[src/inverter_link_pkg.sv]
// Inverter link shared types
`default_nettype none

package inverter_link_pkg;

    // Sample view of an SPI word
    typedef struct packed {
        logic [11:0] sin_index;
        logic [3:0]  module_id;
    } sample_t;

    // Command view of the same word
    typedef struct packed {
        logic [11:0] opcode;
        logic [3:0]  tag;
    } command_t;

    // One 16-bit SPI word, decoded as either a sample or a command
    typedef union packed {
        sample_t  sample;
        command_t command;
    } spi_word_t;

    // Pipe-mode command, both fields must match
    localparam logic [11:0] PIPE_OPCODE = 12'hF0F;
    localparam logic [3:0]  PIPE_TAG    = 4'hA;

    // Byte broadcast from the sequencer to every lane
    typedef struct packed {
        logic       valid;
        logic [7:0] data;
    } lane_byte_t;

    // SPI master outputs
    typedef struct packed {
        logic sclk;
        logic cs_n;
    } spi_pins_t;

endpackage

`default_nettype wire

[src/spi_sample_reader.sv]
// SPI word reader
`default_nettype none

module spi_sample_reader #(
    parameter int SCLK_DIV = 2
) (
    input  wire logic                         clk,
    input  wire logic                         reset,
    input  wire logic                         read_req,
    input  wire logic                         miso,
    output inverter_link_pkg::spi_pins_t      pins,
    output inverter_link_pkg::spi_word_t      word,
    output logic                              word_valid
);

    localparam int DIV_W = $clog2(SCLK_DIV + 1);

    logic             busy;
    logic             sclk;
    logic             cs_n;
    logic             deliver;
    logic [DIV_W-1:0] div_cnt;
    logic [4:0]       half_cnt;
    logic [15:0]      shift_reg;
    logic             half_done;

    // End of one sclk half period
    assign half_done = (div_cnt == DIV_W'(SCLK_DIV - 1));

    always_ff @(posedge clk) begin
        if (reset) begin
            busy       <= 1'b0;
            sclk       <= 1'b0;
            cs_n       <= 1'b1;
            deliver    <= 1'b0;
            div_cnt    <= '0;
            half_cnt   <= '0;
            word_valid <= 1'b0;
        end else begin
            word_valid <= deliver;
            deliver    <= 1'b0;
            if (!busy) begin
                if (read_req) begin
                    busy     <= 1'b1;
                    cs_n     <= 1'b0;
                    div_cnt  <= '0;
                    half_cnt <= '0;
                end
            end else if (half_done) begin
                div_cnt  <= '0;
                half_cnt <= half_cnt + 5'd1;
                if (half_cnt == 5'd31) begin
                    // Last falling edge, release the slave
                    busy    <= 1'b0;
                    sclk    <= 1'b0;
                    cs_n    <= 1'b1;
                    deliver <= 1'b1;
                end else begin
                    sclk <= ~sclk;
                end
            end else begin
                div_cnt <= div_cnt + DIV_W'(1);
            end
        end
    end

    // MSB first, captured as sclk rises
    always_ff @(posedge clk) begin
        if (busy && half_done && !sclk) begin
            shift_reg <= {shift_reg[14:0], miso};
        end
    end

    assign word = shift_reg;
    assign pins = '{sclk: sclk, cs_n: cs_n};

    // Word is only handed over after the slave is deselected
    a_valid_after_cs: assert property (
        @(posedge clk) disable iff (reset) word_valid |-> pins.cs_n
    );

endmodule

`default_nettype wire

[src/frame_timer.sv]
// Startup hold-off and frame tick
`default_nettype none

module frame_timer #(
    parameter int STARTUP_CYCLES = 300,
    parameter int FRAME_CYCLES   = 200
) (
    input  wire logic clk,
    input  wire logic reset,
    output logic      frame_tick
);

    localparam int START_W = $clog2(STARTUP_CYCLES + 1);
    localparam int FRAME_W = $clog2(FRAME_CYCLES + 1);

    logic               running;
    logic [START_W-1:0] startup_cnt;
    logic [FRAME_W-1:0] period_cnt;

    always_ff @(posedge clk) begin
        if (reset) begin
            running     <= 1'b0;
            startup_cnt <= '0;
            period_cnt  <= '0;
            frame_tick  <= 1'b0;
        end else if (!running) begin
            // First tick marks the end of the hold-off
            frame_tick <= (startup_cnt == START_W'(STARTUP_CYCLES - 1));
            if (startup_cnt == START_W'(STARTUP_CYCLES - 1)) begin
                running    <= 1'b1;
                period_cnt <= '0;
            end else begin
                startup_cnt <= startup_cnt + START_W'(1);
            end
        end else begin
            frame_tick <= (period_cnt == FRAME_W'(FRAME_CYCLES - 1));
            if (period_cnt == FRAME_W'(FRAME_CYCLES - 1)) begin
                period_cnt <= '0;
            end else begin
                period_cnt <= period_cnt + FRAME_W'(1);
            end
        end
    end

    // No tick until the hold-off count has run out
    a_no_tick_in_holdoff: assert property (
        @(posedge clk) disable iff (reset)
            frame_tick |-> startup_cnt == START_W'(STARTUP_CYCLES - 1)
    );

endmodule

`default_nettype wire

[src/uart_tx.sv]
// UART transmit lane
`default_nettype none

module uart_tx #(
    parameter int CLKS_PER_BIT = 4
) (
    input  wire logic                         clk,
    input  wire logic                         reset,
    input  wire inverter_link_pkg::lane_byte_t in_byte,
    output logic                              tx,
    output logic                              credit_return
);

    localparam int BIT_W = $clog2(CLKS_PER_BIT + 1);

    logic             buf_full;
    logic [7:0]       buf_data;
    logic             busy;
    logic [10:0]      frame_sr;
    logic [3:0]       bit_cnt;
    logic [BIT_W-1:0] bit_timer;
    logic             bit_end;
    logic             frame_end;
    logic             load;

    assign bit_end   = (bit_timer == BIT_W'(CLKS_PER_BIT - 1));
    assign frame_end = busy && bit_end && (bit_cnt == 4'd10);
    // Move the buffered byte into the shifter when it is free
    assign load      = buf_full && (!busy || frame_end);

    always_ff @(posedge clk) begin
        if (reset) begin
            buf_full      <= 1'b0;
            busy          <= 1'b0;
            bit_cnt       <= '0;
            bit_timer     <= '0;
            credit_return <= 1'b0;
        end else begin
            credit_return <= frame_end;
            if (in_byte.valid) begin
                buf_full <= 1'b1;
            end else if (load) begin
                buf_full <= 1'b0;
            end
            if (load) begin
                busy      <= 1'b1;
                bit_cnt   <= '0;
                bit_timer <= '0;
            end else if (busy) begin
                if (bit_end) begin
                    bit_timer <= '0;
                    if (bit_cnt == 4'd10) begin
                        busy <= 1'b0;
                    end else begin
                        bit_cnt <= bit_cnt + 4'd1;
                    end
                end else begin
                    bit_timer <= bit_timer + BIT_W'(1);
                end
            end
        end
    end

    // Stop, even parity, data LSB first, start
    always_ff @(posedge clk) begin
        if (in_byte.valid) begin
            buf_data <= in_byte.data;
        end
        if (load) begin
            frame_sr <= {1'b1, ^buf_data, buf_data, 1'b0};
        end else if (busy && bit_end) begin
            frame_sr <= {1'b1, frame_sr[10:1]};
        end
    end

    // Line idles high
    assign tx = busy ? frame_sr[0] : 1'b1;

    // Sender must hold off until its credit comes back
    a_no_overwrite: assert property (
        @(posedge clk) disable iff (reset) in_byte.valid |-> !buf_full
    );

endmodule

`default_nettype wire

[src/link_sequencer.sv]
// Frame sequencer for the module lanes
`default_nettype none

module link_sequencer #(
    parameter int NUM_LANES = 3
) (
    input  wire logic                         clk,
    input  wire logic                         reset,
    input  wire inverter_link_pkg::spi_word_t word,
    input  wire logic                         word_valid,
    input  wire logic                         frame_tick,
    input  wire logic [NUM_LANES-1:0]         credit_return,
    output logic                              read_req,
    output inverter_link_pkg::lane_byte_t     lane_out,
    output logic                              shoot,
    output logic                              pipe_mode,
    output logic                              overrun
);

    import inverter_link_pkg::*;

    typedef enum logic [2:0] {
        S_IDLE,
        S_WAIT_WORD,
        S_SEND0,
        S_SEND1,
        S_DRAIN,
        S_WAIT_TICK,
        S_PIPE
    } state_t;

    state_t               state;
    sample_t              sample_q;
    logic [NUM_LANES-1:0] credit;
    logic                 all_credits;
    logic                 send;
    logic                 is_pipe;
    logic                 in_frame;

    assign all_credits = &credit;
    assign send        = ((state == S_SEND0) || (state == S_SEND1)) && all_credits;
    assign is_pipe     = (word.command.opcode == PIPE_OPCODE) &&
                         (word.command.tag == PIPE_TAG);
    // Steps that must finish before the next tick
    assign in_frame    = (state == S_WAIT_WORD) || (state == S_SEND0) ||
                         (state == S_SEND1) || (state == S_DRAIN);

    // One credit per lane, taken on send and given back by the lane
    always_ff @(posedge clk) begin
        if (reset) begin
            credit <= '1;
        end else begin
            for (int i = 0; i < NUM_LANES; i++) begin
                if (send) begin
                    credit[i] <= 1'b0;
                end else if (credit_return[i]) begin
                    credit[i] <= 1'b1;
                end
            end
        end
    end

    always_ff @(posedge clk) begin
        if (reset) begin
            state          <= S_IDLE;
            read_req       <= 1'b0;
            lane_out.valid <= 1'b0;
            shoot          <= 1'b0;
            pipe_mode      <= 1'b0;
            overrun        <= 1'b0;
        end else begin
            read_req       <= 1'b0;
            lane_out.valid <= 1'b0;
            shoot          <= 1'b0;
            if (frame_tick && in_frame) begin
                overrun <= 1'b1;
            end
            // Byte payload
            if (state == S_SEND0) begin
                lane_out.data <= sample_q.sin_index[11:4];
            end else if (state == S_SEND1) begin
                lane_out.data <= {sample_q.sin_index[3:0], sample_q.module_id};
            end
            case (state)
                S_IDLE: begin
                    if (frame_tick) begin
                        read_req <= 1'b1;
                        state    <= S_WAIT_WORD;
                    end
                end
                S_WAIT_WORD: begin
                    if (word_valid) begin
                        if (is_pipe) begin
                            pipe_mode <= 1'b1;
                            state     <= S_PIPE;
                        end else begin
                            state <= S_SEND0;
                        end
                    end
                end
                S_SEND0: begin
                    if (all_credits) begin
                        lane_out.valid <= 1'b1;
                        state          <= S_SEND1;
                    end
                end
                S_SEND1: begin
                    if (all_credits) begin
                        lane_out.valid <= 1'b1;
                        state          <= S_DRAIN;
                    end
                end
                S_DRAIN: begin
                    if (all_credits) begin
                        state <= S_WAIT_TICK;
                    end
                end
                S_WAIT_TICK: begin
                    // Fire all modules and start the next frame together
                    if (frame_tick) begin
                        shoot    <= 1'b1;
                        read_req <= 1'b1;
                        state    <= S_WAIT_WORD;
                    end
                end
                S_PIPE: begin
                    state <= S_PIPE;
                end
                default: begin
                    state <= S_IDLE;
                end
            endcase
        end
    end

    // Sample held for the byte split
    always_ff @(posedge clk) begin
        if (state == S_WAIT_WORD && word_valid) begin
            sample_q <= word.sample;
        end
    end

    // No module fires while a byte is going out or still on a lane
    a_shoot_not_with_byte: assert property (
        @(posedge clk) disable iff (reset) shoot |-> !lane_out.valid && all_credits
    );

endmodule

`default_nettype wire

[src/inverter_link_top.sv]
// Inverter link control core
`default_nettype none

module inverter_link_top #(
    parameter int NUM_LANES      = 3,
    parameter int CLKS_PER_BIT   = 4,
    parameter int SCLK_DIV       = 2,
    parameter int STARTUP_CYCLES = 300,
    parameter int FRAME_CYCLES   = 200
) (
    input  wire logic                    clk,
    input  wire logic                    reset,
    input  wire logic                    miso,
    output inverter_link_pkg::spi_pins_t spi,
    output logic [NUM_LANES-1:0]         tx,
    output logic                         shoot,
    output logic                         pipe_mode,
    output logic                         overrun
);

    import inverter_link_pkg::*;

    spi_word_t            word;
    logic                 word_valid;
    logic                 read_req;
    logic                 frame_tick;
    lane_byte_t           lane_bus;
    logic [NUM_LANES-1:0] credit_return;

    spi_sample_reader #(
        .SCLK_DIV(SCLK_DIV)
    ) u_reader (
        .clk       (clk),
        .reset     (reset),
        .read_req  (read_req),
        .miso      (miso),
        .pins      (spi),
        .word      (word),
        .word_valid(word_valid)
    );

    frame_timer #(
        .STARTUP_CYCLES(STARTUP_CYCLES),
        .FRAME_CYCLES  (FRAME_CYCLES)
    ) u_timer (
        .clk       (clk),
        .reset     (reset),
        .frame_tick(frame_tick)
    );

    link_sequencer #(
        .NUM_LANES(NUM_LANES)
    ) u_sequencer (
        .clk          (clk),
        .reset        (reset),
        .word         (word),
        .word_valid   (word_valid),
        .frame_tick   (frame_tick),
        .credit_return(credit_return),
        .read_req     (read_req),
        .lane_out     (lane_bus),
        .shoot        (shoot),
        .pipe_mode    (pipe_mode),
        .overrun      (overrun)
    );

    // One transmitter per power module
    for (genvar i = 0; i < NUM_LANES; i++) begin : g_lane
        uart_tx #(
            .CLKS_PER_BIT(CLKS_PER_BIT)
        ) u_tx (
            .clk          (clk),
            .reset        (reset),
            .in_byte      (lane_bus),
            .tx           (tx[i]),
            .credit_return(credit_return[i])
        );
    end

endmodule

`default_nettype wire

[config.mk]
export PLATFORM = sky130hd
export DESIGN_NAME = inverter_link_top
export DESIGN_NICKNAME = d
export VERILOG_FILES = /design/src/inverter_link_pkg.sv /design/src/spi_sample_reader.sv /design/src/frame_timer.sv /design/src/uart_tx.sv /design/src/link_sequencer.sv /design/src/inverter_link_top.sv
export SDC_FILE = /design/constraint.sdc
export NUM_CORES = 1
export LEC_CHECK = 0
export ABC_AREA = 1
export BUFFER_PORTS_ARGS = -buffer_cell sky130_fd_sc_hd__buf_2
export CAP_MARGIN = 20
export CORE_MARGIN = 5
export CORE_UTILIZATION = 30
export CTS_CLUSTER_DIAMETER = 30
export DETAILED_ROUTE_END_ITERATION = 10
export PLACE_DENSITY = 0.43
export SYNTH_ARGS = -nofsm -noshare
export SYNTH_HDL_FRONTEND = slang
export SYNTH_SLANG_ARGS = --single-unit
export TNS_END_PERCENT = 10
[constraint.sdc]
create_clock -name clk -period 3.1 [get_ports clk]
set_clock_uncertainty 0.05 [all_clocks]
set_input_delay 0.31 -clock clk [delete_from_list [all_inputs] [get_ports clk]]
set_output_delay 0.31 -clock clk [all_outputs]
set_load 0.02 [all_outputs]
==> impl_metrics.csv, run 1 <==
group,metric,value,unit
outcome,status,"complete, no violations",
detailed_routing,wl,11400,microns
die,fp.dieW,156,microns
placement,portBuffers,10,
placement,place_congestion,0.724,
cts,cts_tree,"built",
cts,postCtsHoldBufs,1,
detailed_routing,drc_errors,0,
critical_path,worstPathRequired,3.12,ns
critical_path,worst_path_largest_cell_delay,0.48,ns
flow_run,cap_violations,0,
synthesis,netlist_area,6400,sq um
critical_path,slowest_stage,"o21ai_4",
synthesis,synth_seq_cells,150,
sta,setup_viol,0,
sta,finalCritPeriodShare,71.1,%
global_route,grt_pass1_wl,19900,microns
critical_path,crit_chain,"ha_1, nand2_1, nor2_4, inv_2, nor2_4, o21ai_4, nand2_1",
die,dieArea,24400,sq um
cts,post-cts-setup-buffers,0,
cts,cts-root-buf,"clkbuf_16",
critical_path,critPathMaxFanout,21,
pwr,p_total,4400,uW
layout,area_growth,14.7,%
synthesis,synth.avg_cell_area,9.61,sq um
sta,relSlewSlack,53.1,%
global_route,antenna_found_initial,0,
pwr,p_per_area,599,nW/um^2
synthesis,syn_inst,666,
critical_path,worstSetupEndpointType,"flop",
sta,tightest_slew,0.704,ns
synthesis,yosysWarnings,0,
sta,fin_tns_setup,0,ns
cts,h-tree-depth,4,
die,start_util,30.4,%
sta,rsz0062_at_grt,"no",
sta,period_needed,2.20,ns
synthesis,synth_seq_area_share,58.7,%
sta,slew_violations,0,
cts,clkLatencyLatePin,0.42,ns
synthesis,synth_cell_type_count,39,
sta,hold_viol_final,0,
layout,drive_above_1_share,13.0,%
die,pin_count,11,
critical_path,critPathKind,"reg -> reg",
synthesis,syn_nets,682,
pwr,p_leak,0.00276,uW
detailed_routing,vias_per_cell,4.37,
detailed_routing,ant_nets,0,
layout,antenna_cells,0,
layout,final_area,7340,sq um
cts,cts_buffers,17,
sta,holdWs,0.356,ns
die,die-height,156,microns
detailed_routing,routedWlPerCell,11.8,microns
pwr,max-vdd-ir-drop,0.446,mV
global_route,grt_max_degree,39,
hold_path,worstHoldPathType,"reg -> reg",
layout,layout_commonest_cell,"nand2_1",
detailed_routing,drt_iter0_markers,202,
layout,final_cell_mix,"nand2_1 (155), dfxtp_1 (75), edfxtp_1 (75), inv_1 (60), nor2_1 (59)",
cts,clock-sinks,150,
sta,fmax,454,MHz
placement,hpwl,7860,microns
die,num_rows,53,
cts,clockBufferDepth,2,
global_route,grt_overflow,0,
detailed_routing,first_pass_iters,4,
cts,path_clk_slew,0.07,ns
layout,final_nets,694,
critical_path,cp-start-kind,"flop",
layout,fillers,2076,
global_route,grt_util_all_layers,10.2,%
global_route,grt_pass1_vias,4166,
detailed_routing,num_vias,4221,
critical_path,cp_data_arrival_time,2.22,ns
die,core-area,21000,sq um
cts,cts_resized,0,
placement,placed_area,6680,sq um
final timing paths:
check	start	to	slack [ns]	cells after the start
hold / removal	u_reader.deliver	u_reader.word_valid	0.36	2
setup reg to reg	g_lane[0].u_tx.bit_timer[0]	g_lane[0].u_tx.frame_sr[8]	0.90	7
setup / recovery	g_lane[0].u_tx.bit_timer[0]	g_lane[0].u_tx.frame_sr[8]	0.90	7
hold reg to reg	u_reader.deliver	u_reader.word_valid	0.36	2
power by group:
part           internal (uW)  leakage (uW)  switching (uW)  total (uW)
Sequential              2070       0.00128            12.8        2090
Clock                   1330      0.000322             908        2230
Combinational           23.1       0.00116            53.2        76.4
worst max-delay path, delay by kind of cell (launching register included):
kind,cells,cell delay [ns]
and+or+nand+nor,4,0.69
DFF,1,0.33
buffers and inverters,1,0.11
adders and majority gates,1,0.21
AOI/OAI and AO/OA,1,0.48
flip-flops by register name, indices dropped and copies added (netlist names), 5 cells and up:
name                   cells
u_timer.period_cnt         8
g_lane.u_tx.bit_cnt       12
g_lane.u_tx.frame_sr      30
u_sequencer.sample_q      16
u_sequencer.lane_out       9
u_reader.word             16
u_reader.half_cnt          5
g_lane.u_tx.buf_data       8
u_timer.startup_cnt        9
g_lane.u_tx.bit_timer      9
cells in the mapped netlist, drive strengths merged:
cell / number / area [sq um]
ha: 13 / 163
or2: 7 / 43.8
and3: 1 / 6.26
xor2: 16 / 140
nand3: 43 / 215
dfxtp: 75 / 1500
nor2: 67 / 302
nand2: 160 / 618
o21a: 2 / 15.0
xnor2: 4 / 35.0
a21oi: 36 / 180
buf: 22 / 155
a22oi: 2 / 15.0
edfxtp: 75 / 2250
clkinv: 1 / 3.75
inv: 64 / 240
o21ai: 45 / 297
clkbuf: 1 / 3.75
nand3b: 6 / 61.3
nor4: 1 / 12.5
o211ai: 1 / 7.51
nand4: 5 / 31.3
nor3: 19 / 100
stage by stage:
step / cells / worst slack, ns / util, %
detailed placement: 933 / 0.911 / 31.8
CTS: 966 / 0.890 / 34.9
floorplan: 666 / 0.914 / -
finish: 966 / 0.897 / 34.9
global route: 966 / 0.763 / 34.9
global placement: 933 / 0.971 / 31.8
final cells by class:
cell class / instances / area (sq um) / share of cell area [%]
Clock inverter: 15 / 228 / 3.10
Clock buffer: 17 / 425 / 5.80
Timing Repair Buffer: 16 / 97.6 / 1.33
Inverter: 65 / 244 / 3.32
Multi-Input combinational cell: 428 / 2250 / 30.6
Sequential cell: 150 / 3750 / 51.1
Tap cell: 275 / 344 / 4.69
logic make-up (layout without fill, tap and decap cells):
logic type | count (synthesis) | after routing | synth area share (%)
AND/OR/NAND/NOR | 309 | 309 | 21.7
flip-flops | 150 | 150 | 58.7
buffers and inverters | 88 | 113 | 6.30
AO/OA/AOI/OAI | 86 | 86 | 8.04
XOR/XNOR | 20 | 20 | 2.74
adder cells (fa/ha/maj) | 13 | 13 | 2.54
per-layer routing:
metal / wire length, microns / global-route usage, % / part of all wire, % / vias to the layer above
li1: - / - / - / 2230
met1: 5610 / 13.3 / 49 / 1941
met2: 5320 / 16.4 / 47 / 36
met3: 233 / 2.44 / 2.1 / 14
met4: 189 / 4.04 / 1.7 / 0
met5: 0 / 0 / 0 / -
(Power assumes the default switching activity.)
==> run 2, diff against run 1 <==
- PLACE_DENSITY: 0.43 -> 0.45
- clock period: 3.1 -> 2 ns (I/O delays scaled with it)
==> impl_metrics.csv, run 2 (synthesis results as in run 1) <==
group,metric,value,unit
outcome,status,"complete, no violations",
sta,setup_viol,0,
detailed_routing,ant_nets,0,
pwr,max-vdd-ir-drop,0.570,mV
layout,layout_commonest_cell,"nand2_1",
flow_run,cap_violations,0,
detailed_routing,drc_errors,0,
detailed_routing,vias_per_cell,4.35,
global_route,grt_max_degree,34,
layout,finish.utilization,35.0,%
critical_path,cp_data_arrival_time,1.83,ns
die,fp.dieW,156,microns
layout,final_nets,702,
die,num_rows,53,
layout,antenna_cells,0,
die,pin_count,11,
detailed_routing,routedWlPerCell,11.4,microns
cts,cts_buffers,17,
hold_path,hold_start,"u_reader.deliver",
critical_path,r2r_cells,9,
die,dieArea,24400,sq um
pwr,p_total,6490,uW
sta,slew_violations,0,
hold_path,hold_depth,2,
placement,dp.cells,940,
detailed_routing,drt_iter0_markers,213,
layout,fin_cells,974,
critical_path,cp-start-kind,"flop",
cts,cts_resized,0,
global_route,antenna_found_initial,0,
global_route,grt_pass1_wl,18900,microns
cts,h-tree-depth,4,
sta,period_needed,1.71,ns
detailed_routing,num_vias,4237,
placement,place_congestion,0.749,
critical_path,critPathKind,"reg -> reg",
layout,final_cell_mix,"nand2_1 (155), dfxtp_1 (75), edfxtp_1 (75), inv_1 (60), nor2_1 (59)",
sta,rsz0062_at_grt,"no",
pwr,p_per_area,881,nW/um^2
sta,fmax,586,MHz
critical_path,r2r-start,"g_lane[1].u_tx.bit_cnt[0]",
sta,tightest_slew,0.579,ns
critical_path,worstSetupEndpointType,"flop",
sta,fin_tns_setup,0,ns
global_route,grt_pass1_vias,4005,
cts,cts-root-buf,"clkbuf_16",
die,core-area,21000,sq um
critical_path,worstPathRequired,2.12,ns
global_route,grt_util_all_layers,9.71,%
pwr,p_leak,0.00278,uW
layout,top_register,"g_lane.u_tx.frame_sr",
detailed_routing,wl,11100,microns
layout,layout.area.seq,3750,sq um
layout,fillers,2084,
sta,finalCritPeriodShare,85.4,%
critical_path,critPathMaxFanout,19,
detailed_routing,first_pass_iters,4,
critical_path,r2r_end,"g_lane[1].u_tx.frame_sr[9]",
die,die-height,156,microns
placement,portBuffers,10,
cts,clock-sinks,150,
placement,hpwl,7760,microns
cts,clockBufferDepth,2,
critical_path,rrSetupSlack,0.29,ns
die,start_util,30.4,%
cts,path_clk_slew,0.07,ns
layout,multi_input_area,2250,sq um
sta,relSlewSlack,61.3,%
sta,hold_viol_final,0,
cts,clkLatencyLatePin,0.41,ns
layout,area_growth,15.0,%
hold_path,worstHoldPathType,"reg -> reg",
cts,cts_tree,"built",
hold_path,min_to,"u_reader.word_valid",
global_route,grt_overflow,0,
layout,drive_above_1_share,13.9,%
layout,largest_reg_flops,30,
run 2: cell count changes in the layout (fill, tap and decap cells not counted), sizes merged:
cell | previous run | this run
bufinv | 3 | 1
dlygate4sd3 | 1 | 2
clkinv | 3 | 5
clkinvlp | 0 | 1
buf | 15 | 22
inv | 74 | 73
run 2: cell type report:
class                      count  share of cell area, %
timing repair buffer          24                   2.52
clock inverter                15                   2.19
clock buffer                  17                   5.78
sequential                   150                   51.0
multi-input combinational    428                   30.5
tap                          275                   4.67
inverter                      65                   3.31
run 2: worst max path at each step:
stage / start / end / slack (ns) / depth (start not counted)
after floorplan: u_reader.busy / u_reader.word[0] / 0.15 / 4
after global placement: g_lane[1].u_tx.bit_cnt[0] / g_lane[1].u_tx.frame_sr[9] / 0.33 / 9
after detailed placement: g_lane[1].u_tx.bit_cnt[0] / g_lane[1].u_tx.frame_sr[9] / 0.29 / 9
after CTS: g_lane[1].u_tx.bit_cnt[0] / g_lane[1].u_tx.frame_sr[9] / 0.28 / 9
after global routing: g_lane[1].u_tx.bit_cnt[0] / g_lane[1].u_tx.frame_sr[9] / 0.15 / 9
final: g_lane[1].u_tx.bit_cnt[0] / g_lane[1].u_tx.frame_sr[9] / 0.29 / 9
run 2: layer usage:
| metal | up-vias | track usage, % | routed length, microns |
|---|---|---|---|
| met2 | 43 | 15.8 | 5260 |
| met5 | - | 0 | 0 |
| li1 | 2238 | - | - |
| met1 | 1944 | 12.1 | 5320 |
| met3 | 12 | 2.50 | 377 |
| met4 | 0 | 4.50 | 172 |
run 2: what timing repair did:
item / 4_1_cts / 5_1_grt
endpoints found under the setup margin: 0 / 0
endpoints found under the hold margin: 2 / 0
hold buffers: 2 / 0
buffers inserted: 0 / 0
run 2: report_power, final:
group / total [uW] / switching, uW / leakage (uW) / internal, uW
Combinational: 120 / 82.4 / 0.00121 / 37.9
Sequential: 3230 / 19.3 / 0.00128 / 3210
Clock: 3130 / 1360 / 0.000289 / 1770
Total: 6490 / 1460 / 0.00278 / 5020
run 2: critical path, cell delays in order, from the launching register on:
cell and delay (ns):
dfxtp_1 0.38, inv_1 0.06, ha_1 0.20, nand3b_2 0.12, nor2_4 0.06, o21ai_2 0.15, buf_4 0.27, inv_1 0.06
nand2_1 0.06, nand2_1 0.05
run 2: per-stage QoR:
stage               setup slack (ns)  hold slack, ns  instance area, sq um
floorplan                      0.152           0.244                  6400
global placement               0.326           0.328                  6750
detailed placement             0.290           0.330                  6750
CTS                            0.280           0.360                  7360
global route                   0.151           0.370                  7360
finish                         0.293           0.355                  7360
